[config.mk]
export PLATFORM = sky130hd
export DESIGN_NAME = kitchen_action
export DESIGN_NICKNAME = d
export VERILOG_FILES = /design/src/hw/kitchen_pkg.sv /design/src/hw/player_pkg.sv /design/src/hw/grid_if.sv /design/src/hw/facing_cell.sv /design/src/hw/frame_timer.sv /design/src/hw/hand_control.sv /design/src/hw/kitchen_action.sv /design/src/hw/kitchen_grid.sv /design/src/hw/stove_control.sv
export SDC_FILE = /design/constraint.sdc
export NUM_CORES = 1
export LEC_CHECK = 0
export ABC_AREA = 1
export BUFFER_PORTS_ARGS = -buffer_cell sky130_fd_sc_hd__buf_2
export CELL_PAD_IN_SITES_DETAIL_PLACEMENT = 0
export CELL_PAD_IN_SITES_GLOBAL_PLACEMENT = 2
export CORE_MARGIN = 4
export CORE_UTILIZATION = 32
export DETAILED_ROUTE_END_ITERATION = 6
export PLACE_DENSITY = 0.92
export SYNTH_ARGS = -nofsm -noshare
export SYNTH_HDL_FRONTEND = slang
export SYNTH_SLANG_ARGS = --single-unit
export TNS_END_PERCENT = 5
[constraint.sdc]
create_clock -name vsync -period 5.3 [get_ports vsync]
set_input_delay 0.795 -clock vsync [delete_from_list [all_inputs] [get_ports vsync]]
set_output_delay 0.795 -clock vsync [all_outputs]
set_load 0.01 [all_outputs]
[src/hw/kitchen_pkg.sv]
package kitchen_pkg;

    localparam int GRID_W = 13;
    localparam int GRID_H = 8;

    typedef logic [3:0] grid_x_t;
    typedef logic [2:0] grid_y_t;

    typedef enum logic [3:0] {
        G_EMPTY         = 4'd0,
        G_ONION_WHOLE   = 4'd1,
        G_ONION_CHOPPED = 4'd2,
        G_BOWL_EMPTY    = 4'd3,
        G_BOWL_FULL     = 4'd4,
        G_POT_EMPTY     = 4'd5,
        G_POT_RAW       = 4'd6,
        G_POT_COOKED    = 4'd7,
        G_FIRE          = 4'd9,
        G_EXTINGUISHER  = 4'd10
    } grid_obj_t;

    // row major, 4 bits per cell
    typedef logic [GRID_H-1:0][GRID_W-1:0][3:0] object_grid_t;

    localparam grid_x_t BIN_X  = 4'd0;   // two bins, same column
    localparam grid_y_t BIN0_Y = 3'd2;
    localparam grid_y_t BIN1_Y = 3'd3;
    localparam grid_x_t BOWL_X = 4'd12;
    localparam grid_y_t BOWL_Y = 3'd6;
    localparam grid_y_t BOARD_Y = 3'd7;
    localparam grid_x_t BOARD_X [2] = '{4'd2, 4'd4};

    // spares and extinguisher share the burner row
    localparam grid_y_t BURNER_Y      = 3'd0;
    localparam grid_x_t BURNER_X      = 4'd8;
    localparam grid_x_t SPARE_X_FIRST = 4'd9;
    localparam grid_x_t SPARE_X_LAST  = 4'd11;
    localparam grid_x_t EXT_X         = 4'd7;

    localparam int TIMER_W     = 4;
    localparam int CHOP_FRAMES = 4;   // short counts for simulation
    localparam int COOK_FRAMES = 6;
    localparam int BURN_FRAMES = 6;

endpackage

[src/hw/player_pkg.sv]
package player_pkg;

    typedef enum logic [1:0] {
        LEFT  = 2'd0,
        RIGHT = 2'd1,
        UP    = 2'd2,
        DOWN  = 2'd3
    } dir_t;

    typedef enum logic [3:0] {
        P_NOTHING       = 4'd0,
        P_CHOPPING      = 4'd1,
        P_ONION_WHOLE   = 4'd2,
        P_ONION_CHOPPED = 4'd3,
        P_POT_EMPTY     = 4'd4,
        P_POT_RAW       = 4'd5,
        P_POT_COOKED    = 4'd6,
        P_BOWL_EMPTY    = 4'd7,
        P_BOWL_FULL     = 4'd8,
        P_EXT_OFF       = 4'd9,
        P_EXT_ON        = 4'd10
    } hand_t;

    typedef logic [8:0] pixel_t;

    localparam int SPRITE_HALF = 16;
    localparam int TILE_BITS   = 5;   // 32 pixel tiles

endpackage

[src/hw/grid_if.sv]
`timescale 1ns/100ps

interface grid_if import kitchen_pkg::*; ();

    grid_x_t   rd_x;
    grid_y_t   rd_y;
    grid_obj_t rd_obj;   // combinational from the board

    logic      wr_en;    // one frame strobe
    grid_x_t   wr_x;
    grid_y_t   wr_y;
    grid_obj_t wr_obj;

    modport owner (input rd_x, rd_y, wr_en, wr_x, wr_y, wr_obj,
                   output rd_obj);

    modport user (output rd_x, rd_y, wr_en, wr_x, wr_y, wr_obj,
                  input rd_obj);

endinterface

[src/hw/facing_cell.sv]
`timescale 1ns/100ps

module facing_cell import kitchen_pkg::*, player_pkg::*; (
    input  logic    vsync,
    input  logic    reset,
    input  pixel_t  player_x,
    input  pixel_t  player_y,
    input  dir_t    player_direction,
    output grid_x_t tile_x,
    output grid_y_t tile_y,
    output grid_x_t front_x,
    output grid_y_t front_y,
    output logic    front_valid
);

    logic [9:0] centre_x;
    logic [9:0] centre_y;
    logic [4:0] cur_x;
    logic [4:0] cur_y;
    logic [4:0] next_x;
    logic [4:0] next_y;

    always_comb begin
        centre_x = {1'b0, player_x} + 10'(SPRITE_HALF);
        centre_y = {1'b0, player_y} + 10'(SPRITE_HALF);
        cur_x    = centre_x[TILE_BITS +: 5];
        cur_y    = centre_y[TILE_BITS +: 5];
        next_x   = cur_x;
        next_y   = cur_y;
        case (player_direction)
            LEFT:  next_x = cur_x - 5'd1;   // 0 wraps to 31, off board
            RIGHT: next_x = cur_x + 5'd1;
            UP:    next_y = cur_y - 5'd1;
            DOWN:  next_y = cur_y + 5'd1;
        endcase
    end

    always_ff @(posedge vsync) begin
        if (reset) begin
            tile_x      <= '0;
            tile_y      <= '0;
            front_x     <= '0;
            front_y     <= '0;
            front_valid <= 1'b0;
        end else begin
            tile_x      <= grid_x_t'(cur_x);
            tile_y      <= grid_y_t'(cur_y);
            front_x     <= grid_x_t'(next_x);
            front_y     <= grid_y_t'(next_y);
            front_valid <= (cur_x < GRID_W) && (cur_y < GRID_H) &&
                           (next_x < GRID_W) && (next_y < GRID_H);
        end
    end

endmodule

[src/hw/frame_timer.sv]
`timescale 1ns/100ps

module frame_timer import kitchen_pkg::*; #(
    parameter int GIVEN_FRAMES = 4
) (
    input  logic               vsync,
    input  logic               reset,
    input  logic               timer_go,
    input  logic               restart,
    output logic [TIMER_W-1:0] time_left
);

    always_ff @(posedge vsync) begin
        if (reset || restart) begin
            time_left <= TIMER_W'(GIVEN_FRAMES);
        end else if (timer_go && (time_left != '0)) begin
            time_left <= time_left - 1'b1;   // sticks at zero
        end
    end

endmodule

[src/hw/hand_control.sv]
`timescale 1ns/100ps

module hand_control import kitchen_pkg::*, player_pkg::*; (
    input  logic    vsync,
    input  logic    reset,
    input  logic    chop,
    input  logic    carry,
    input  dir_t    player_direction,
    input  grid_x_t tile_x,
    input  grid_y_t tile_y,
    input  grid_x_t front_x,
    input  grid_y_t front_y,
    input  logic    front_valid,
    grid_if.user    gp,
    output hand_t   hand
);

    logic               chop_q;
    logic               carry_q;
    dir_t               dir_q;
    hand_t              hand_next;
    grid_obj_t          front;
    logic [1:0]         chop_go;
    logic [TIMER_W-1:0] chop_left [2];
    logic               chop_done;
    logic               at_fixture;

    function automatic hand_t held_of(grid_obj_t obj);
        case (obj)
            G_ONION_WHOLE:   return P_ONION_WHOLE;
            G_ONION_CHOPPED: return P_ONION_CHOPPED;
            G_POT_EMPTY:     return P_POT_EMPTY;
            G_POT_RAW:       return P_POT_RAW;
            G_POT_COOKED:    return P_POT_COOKED;
            G_BOWL_EMPTY:    return P_BOWL_EMPTY;
            G_BOWL_FULL:     return P_BOWL_FULL;
            G_EXTINGUISHER:  return P_EXT_OFF;
            default:         return P_NOTHING;   // fire cannot be carried
        endcase
    endfunction

    function automatic grid_obj_t drop_of(hand_t h);
        case (h)
            P_ONION_WHOLE:   return G_ONION_WHOLE;
            P_ONION_CHOPPED: return G_ONION_CHOPPED;
            P_POT_EMPTY:     return G_POT_EMPTY;
            P_POT_RAW:       return G_POT_RAW;
            P_POT_COOKED:    return G_POT_COOKED;
            P_BOWL_EMPTY:    return G_BOWL_EMPTY;
            P_BOWL_FULL:     return G_BOWL_FULL;
            P_EXT_OFF:       return G_EXTINGUISHER;
            default:         return G_EMPTY;
        endcase
    endfunction

    // buttons delayed one frame to line up with the registered front cell
    always_ff @(posedge vsync) begin
        if (reset) begin
            chop_q  <= 1'b0;
            carry_q <= 1'b0;
            dir_q   <= LEFT;
            hand    <= P_NOTHING;
        end else begin
            chop_q  <= chop;
            carry_q <= carry;
            dir_q   <= player_direction;
            hand    <= hand_next;
        end
    end

    assign front    = gp.rd_obj;
    assign gp.rd_x  = front_x;
    assign gp.rd_y  = front_y;
    assign gp.wr_x  = front_x;
    assign gp.wr_y  = front_y;

    // one timer per board, runs only while chopping above it
    for (genvar b = 0; b < 2; b++) begin : g_board
        assign chop_go[b] = (hand == P_CHOPPING) && chop_q && (dir_q == DOWN) &&
                            (tile_y == BOARD_Y - 3'd1) && (tile_x == BOARD_X[b]) &&
                            (front == G_ONION_WHOLE);

        frame_timer #(.GIVEN_FRAMES(CHOP_FRAMES)) chop_timer (
            .vsync     (vsync),
            .reset     (reset),
            .timer_go  (chop_go[b]),
            .restart   (!chop_go[b]),
            .time_left (chop_left[b])
        );
    end

    assign chop_done  = (chop_go[0] && (chop_left[0] == '0)) ||
                        (chop_go[1] && (chop_left[1] == '0));
    assign at_fixture = ((front_x == BIN_X) && ((front_y == BIN0_Y) || (front_y == BIN1_Y))) ||
                        ((front_x == BOWL_X) && (front_y == BOWL_Y));

    always_comb begin
        hand_next = hand;
        gp.wr_en  = 1'b0;
        gp.wr_obj = G_EMPTY;
        case (hand)
            P_NOTHING: begin
                if (chop_q) begin
                    hand_next = P_CHOPPING;
                end else if (carry_q && front_valid && (held_of(front) != P_NOTHING)) begin
                    hand_next = held_of(front);
                    gp.wr_en  = !at_fixture;   // bins and stack never run out
                end
            end
            P_CHOPPING: begin
                if (!chop_q) begin
                    hand_next = P_NOTHING;
                end else if (chop_done) begin
                    gp.wr_en  = 1'b1;
                    gp.wr_obj = G_ONION_CHOPPED;
                end
            end
            P_EXT_ON: begin
                if (!chop_q) begin
                    hand_next = P_EXT_OFF;
                end else if (front_valid && (front == G_FIRE)) begin
                    gp.wr_en = 1'b1;   // spray clears the fire
                end
            end
            default: begin
                if ((hand == P_EXT_OFF) && chop_q) begin
                    hand_next = P_EXT_ON;
                end else if (!carry_q && front_valid) begin
                    if (front == G_EMPTY) begin
                        hand_next = P_NOTHING;
                        gp.wr_en  = 1'b1;
                        gp.wr_obj = drop_of(hand);
                    end else if (((hand == P_ONION_CHOPPED) && (front == G_POT_EMPTY)) ||
                                 ((hand == P_POT_EMPTY) && (front == G_ONION_CHOPPED))) begin
                        hand_next = P_NOTHING;
                        gp.wr_en  = 1'b1;
                        gp.wr_obj = G_POT_RAW;
                    end else if ((hand == P_POT_COOKED) && (front == G_BOWL_EMPTY)) begin
                        hand_next = P_POT_EMPTY;   // pour, keep the pot
                        gp.wr_en  = 1'b1;
                        gp.wr_obj = G_BOWL_FULL;
                    end
                end
            end
        endcase
    end

endmodule

[src/hw/kitchen_action.sv]
`timescale 1ns/100ps

module kitchen_action import kitchen_pkg::*, player_pkg::*; (
    input  logic               vsync,
    input  logic               reset,
    input  logic               chop,
    input  logic               carry,
    input  pixel_t             player_x,
    input  pixel_t             player_y,
    input  dir_t               player_direction,
    output object_grid_t       object_grid,
    output hand_t              hand,
    output logic [TIMER_W-1:0] stove_left
);

    grid_x_t   tile_x;
    grid_y_t   tile_y;
    grid_x_t   front_x;
    grid_y_t   front_y;
    logic      front_valid;
    logic      stove_wr;
    grid_obj_t stove_obj;
    grid_obj_t burner_obj;

    grid_if gp ();

    facing_cell facing_cell_i (
        .vsync            (vsync),
        .reset            (reset),
        .player_x         (player_x),
        .player_y         (player_y),
        .player_direction (player_direction),
        .tile_x           (tile_x),
        .tile_y           (tile_y),
        .front_x          (front_x),
        .front_y          (front_y),
        .front_valid      (front_valid)
    );

    kitchen_grid kitchen_grid_i (
        .vsync       (vsync),
        .reset       (reset),
        .gp          (gp.owner),
        .stove_wr    (stove_wr),
        .stove_obj   (stove_obj),
        .burner_obj  (burner_obj),
        .object_grid (object_grid)
    );

    hand_control hand_control_i (
        .vsync            (vsync),
        .reset            (reset),
        .chop             (chop),
        .carry            (carry),
        .player_direction (player_direction),
        .tile_x           (tile_x),
        .tile_y           (tile_y),
        .front_x          (front_x),
        .front_y          (front_y),
        .front_valid      (front_valid),
        .gp               (gp.user),
        .hand             (hand)
    );

    stove_control stove_control_i (
        .vsync      (vsync),
        .reset      (reset),
        .burner_obj (burner_obj),
        .stove_wr   (stove_wr),
        .stove_obj  (stove_obj),
        .stove_left (stove_left)
    );

endmodule

[src/hw/kitchen_grid.sv]
`timescale 1ns/100ps

module kitchen_grid import kitchen_pkg::*; (
    input  logic         vsync,
    input  logic         reset,
    grid_if.owner        gp,
    input  logic         stove_wr,
    input  grid_obj_t    stove_obj,
    output grid_obj_t    burner_obj,
    output object_grid_t object_grid
);

    always_ff @(posedge vsync) begin
        if (reset) begin
            // fixture layout
            object_grid <= '0;
            object_grid[BIN0_Y][BIN_X]      <= G_ONION_WHOLE;
            object_grid[BIN1_Y][BIN_X]      <= G_ONION_WHOLE;
            object_grid[BOWL_Y][BOWL_X]     <= G_BOWL_EMPTY;
            object_grid[BURNER_Y][BURNER_X] <= G_POT_EMPTY;
            object_grid[BURNER_Y][EXT_X]    <= G_EXTINGUISHER;
            for (int i = SPARE_X_FIRST; i <= SPARE_X_LAST; i++) begin
                object_grid[BURNER_Y][i] <= G_POT_EMPTY;
            end
        end else begin
            if (gp.wr_en) begin
                object_grid[gp.wr_y][gp.wr_x] <= gp.wr_obj;
            end
            if (stove_wr) begin
                object_grid[BURNER_Y][BURNER_X] <= stove_obj;   // last write wins
            end
        end
    end

    // columns past the board read as empty
    assign gp.rd_obj = (gp.rd_x < GRID_W) ? grid_obj_t'(object_grid[gp.rd_y][gp.rd_x])
                                          : G_EMPTY;

    assign burner_obj = grid_obj_t'(object_grid[BURNER_Y][BURNER_X]);

endmodule

[src/hw/stove_control.sv]
`timescale 1ns/100ps

module stove_control import kitchen_pkg::*; (
    input  logic               vsync,
    input  logic               reset,
    input  grid_obj_t          burner_obj,
    output logic               stove_wr,
    output grid_obj_t          stove_obj,
    output logic [TIMER_W-1:0] stove_left
);

    typedef enum logic [1:0] {
        S_NONE,
        S_RAW,
        S_COOKED,
        S_FIRE
    } stove_state_t;

    stove_state_t       state;
    logic               cook_go;
    logic               burn_go;
    logic [TIMER_W-1:0] cook_left;
    logic [TIMER_W-1:0] burn_left;

    assign cook_go = (state == S_RAW);
    assign burn_go = (state == S_COOKED);

    frame_timer #(.GIVEN_FRAMES(COOK_FRAMES)) cook_timer (
        .vsync     (vsync),
        .reset     (reset),
        .timer_go  (cook_go),
        .restart   (!cook_go),
        .time_left (cook_left)
    );

    frame_timer #(.GIVEN_FRAMES(BURN_FRAMES)) burn_timer (
        .vsync     (vsync),
        .reset     (reset),
        .timer_go  (burn_go),
        .restart   (!burn_go),
        .time_left (burn_left)
    );

    always_ff @(posedge vsync) begin
        if (reset) begin
            state <= S_NONE;
        end else begin
            case (state)
                S_NONE: if (burner_obj == G_POT_RAW) state <= S_RAW;
                S_RAW: begin
                    if (burner_obj != G_POT_RAW) state <= S_NONE;   // pot lifted
                    else if (cook_left == '0) state <= S_COOKED;
                end
                S_COOKED: begin
                    if (burner_obj != G_POT_COOKED) state <= S_NONE;
                    else if (burn_left == '0) state <= S_FIRE;
                end
                S_FIRE: if (burner_obj != G_FIRE) state <= S_NONE;   // put out
            endcase
        end
    end

    // write lands with the state change
    assign stove_wr = (cook_go && (burner_obj == G_POT_RAW) && (cook_left == '0)) ||
                      (burn_go && (burner_obj == G_POT_COOKED) && (burn_left == '0));
    assign stove_obj  = cook_go ? G_POT_COOKED : G_FIRE;
    assign stove_left = cook_go ? cook_left : (burn_go ? burn_left : '0);

endmodule

==> summary.txt <==
Power and ir drop
  • Pwr Density: about 310 nW/µm²
  • LEAKAGE: 12.5 nW
  • Worst VDD drop: 0.264 mV

Critical path
  • Worst Reg-to-Reg Cells: 27
  • CP bufs+invs: 5
  • Reg2Reg Capture Point: kitchen_grid_i.object_grid[234]
  • Crit path from: facing_cell_i.front_y[0]
  • Worst Setup End Kind: register
  • Crit Reg-Reg Startpoint: facing_cell_i.front_y[0]
  • Slowest stage delay, CP: roughly 0.6 ns
  • Critical path arrival: between 5 and 6 ns
  • Most used cell, CP: nand2_1
  • Startpoint types: register
  • Reg2Reg Setup Slack: 0.63 ns
  • Largest fanout on the critical path: 81
  • Slowest stage cell, crit path: inv_6
  • Worst EP required: between 5 and 6 ns
  • Critical setup path kind: reg -> reg
  • Critical path's top delay family: simple AND/OR/NAND/NOR gates

Clock network
  • Clk Latency, worst-skew pair: about 0.6 ns
  • Hold Buf Count CTS: 0
  • CTS tree: yes
  • Root buffer cell: clkbuf_16
  • Post-CTS sizing: 0
  • Clock buffer depth: 3
  • H-Tree Depth: 2
  • Clk slew on worst S/H paths: 0.06 ns
  • TritonCTS Sinks: 461
  • CTS Buf Count: 53
  • Post-CTS setup buffer count: 0

Final layout
  • Most frequent cells in the layout: nand2_1, dfxtp_1, buf_2
  • Share of layout cells above drive strength 1: 16.4%
  • Ant diodes: 0
  • Final #Nets: just over 4000
  • Area Growth Syn to Fin: 20.0%
  • Non-filler cells, final: roughly 5000
  • Commonest non-fill, non-tap cell in the layout: nand2_1
  • Filler Cell Count: 8133

Die
  • Die H: roughly 280 µm
  • Core area: 74700 µm²
  • Initial Utilization: 32.4%
  • Io pins: 448
  • Chip Width: 283 µm
  • Total die area: 80000 µm²
  • FP Rows: 100

Timing
  • Max-slew violation count: 0
  • Final Skew: 0.0282 ns
  • Rel. slew slack: 32.8%
  • Setup TNS: 0 ns
  • Tcrit/Tclk final: approximately nine tenths
  • Final setup vio count: 0
  • Slew @ Worst Pin: ~1.0 ns
  • Max Freq: 0.214 GHz
  • RSZ-0062 raised after global routing: no
  • Final Worst Setup Slack: 0.628 ns
  • Final hold vios: 0
  • Post-layout minimum cycle time: 4.67 ns

Placement
  • # port buffers: 439
  • DP Cell Count: ~4900
  • Final HPWL DP: roughly 87 mm
  • Place WS: slightly below 0.8 ns
  • Gpl congestion: 0.961

Global routing
  • Largest net degree at the start of global routing: 172
  • Total Routing Usage GR: approximately 28%
  • Vias in the first global route: 25100
  • Initial antenna violation count: 1
  • First-pass GRT wire length: 173 mm
  • Grt total ovfl: 0

Synthesis
  • Syn nets: around 3800
  • Synthesized instance count: 3730
  • Sequential share of the synthesized area: 38.2%
  • Unique masters post-synth: 44
  • Register bit total from synthesis: roughly 460
  • Syn_area_per_cell: between 6 and 7 µm²
  • Mapped cell area: 24200 µm²
  • Yosys warning count: 0

Run status
  • Status: finished clean

Detailed routing
  • DRC Markers: 0
  • Final ANT Viol Nets: 0
  • DRT Pass-1 Iters: 6
  • Avg Vias per Cell: 5.56
  • DR WL/cell: 24.1 µm
  • Via Count: 27700
  • DRT iter0 DRCs: 3144
  • Final wirelength: 121 mm

Flow run
  • Maxcap violations: 0

Hold path
  • Worst Hold Class: in -> reg
  • Worst hold path cell count: 3
  • Hold_sp: carry
  • Hold endpoint: hand_control_i.carry_q
worst max-delay path by stage:
stage | end | slack [ns] | cells after the start
2_1_floorplan | kitchen_grid_i.object_grid[280] | 2.38 | 24
3_3_place_gp | kitchen_grid_i.object_grid[376] | 0.77 | 27
3_5_place_dp | kitchen_grid_i.object_grid[337] | 0.79 | 27
4_1_cts | kitchen_grid_i.object_grid[337] | 0.79 | 27
5_1_grt | kitchen_grid_i.object_grid[262] | 0.35 | 27
6_report | kitchen_grid_i.object_grid[234] | 0.63 | 27
area by class of cell:
cell class / count / area (µm²) / area share, %
Tap cell: 969 / 1210 / 4.18
Inverter: 226 / 857 / 2.95
Clock inverter: 14 / 260 / 0.896
Clock buffer: 79 / 1500 / 5.18
Multi-Input combinational cell: 2718 / 12700 / 43.9
Timing Repair Buffer: 525 / 3220 / 11.1
Sequential cell: 461 / 9240 / 31.8
where the power goes:
group / internal [mW] / switching [mW]
Clock: 2.29 / 1.56
Sequential: 3.51 / 0.0598
Combinational: 0.388 / 1.23
Total: 6.19 / 2.85
sequential cells by signal, summed over array words and instances (netlist names), 4 cells and up, named ones only:
name                                         cells
hand_control_i.g_board.chop_timer.time_left      8
facing_cell_i.front_x                            4
hand_control_i.hand                              4
stove_control_i.burn_timer.time_left             4
stove_control_i.cook_timer.time_left             4
facing_cell_i.tile_x                             4
kitchen_grid_i.burner_obj                        4
kitchen_grid_i.object_grid                     412
logic make-up after synthesis:
group,synth area share (%)
buf+inv,9.79
simple gates,40.3
compound gates,10.5
fa+ha+maj,0.838
xor+xnor,0.471
flops,38.2
synth_stat cells, drive strengths merged:
master   instances  area share [%]
o22ai            5            0.13
o211ai           3           0.093
xnor2            1           0.036
nor4             9            0.23
a32oi            1           0.036
inv            223             3.5
nand3b           3           0.093
or2              8            0.21
a2bb2oi          1           0.036
a221oi           2           0.072
nor3b            1           0.031
nor2           173             2.7
nand2         1339              21
dfxtp          461              38
o22a             1           0.036
a21boi           1           0.031
ha              13            0.67
nand3          250             5.4
o21ai           56             1.2
clkbuf         190             2.9
buf            135             3.3
clkinv           3           0.047
o2111a           1           0.047
o2111ai          8            0.29
and3             1           0.026
o211a            1           0.041
a31oi            1           0.026
a211oi           1           0.031
o31ai            1           0.031
a2111oi          2           0.072
a21oi          402             8.3
nor3            15            0.31
fa               2            0.17
nand4          404              10
xor2            12            0.43
metrics by stage:
step	instance area [µm²]	total power [mW]	hold WS, ns	utilization [%]
2_1_floorplan	24200	4.69	0.446	-
3_3_place_gp	27300	5.24	0.462	36.5
3_5_place_dp	27300	5.23	0.465	36.5
4_1_cts	29000	9.06	0.372	38.9
5_1_grt	29000	9.36	0.390	38.9
6_report	29000	9.04	0.400	38.9
layer usage:
metal	global-route usage [%]	vias up	share of wire, %
li1	-	13000	-
met1	37.0	13200	41
met2	45.7	1315	46
met3	6.08	194	8.8
met4	11.5	2	4.4
met5	0	-	0.011
worst register-to-register path, delay by kind of cell (launching register included):
kind | cells | cell delay [ns]
AOI/OAI and AO/OA | 1 | 0.07
and+or+nand+nor | 21 | 2.45
buffers and inverters | 5 | 1.54
DFF | 1 | 0.46
(Power assumes the default switching activity.)
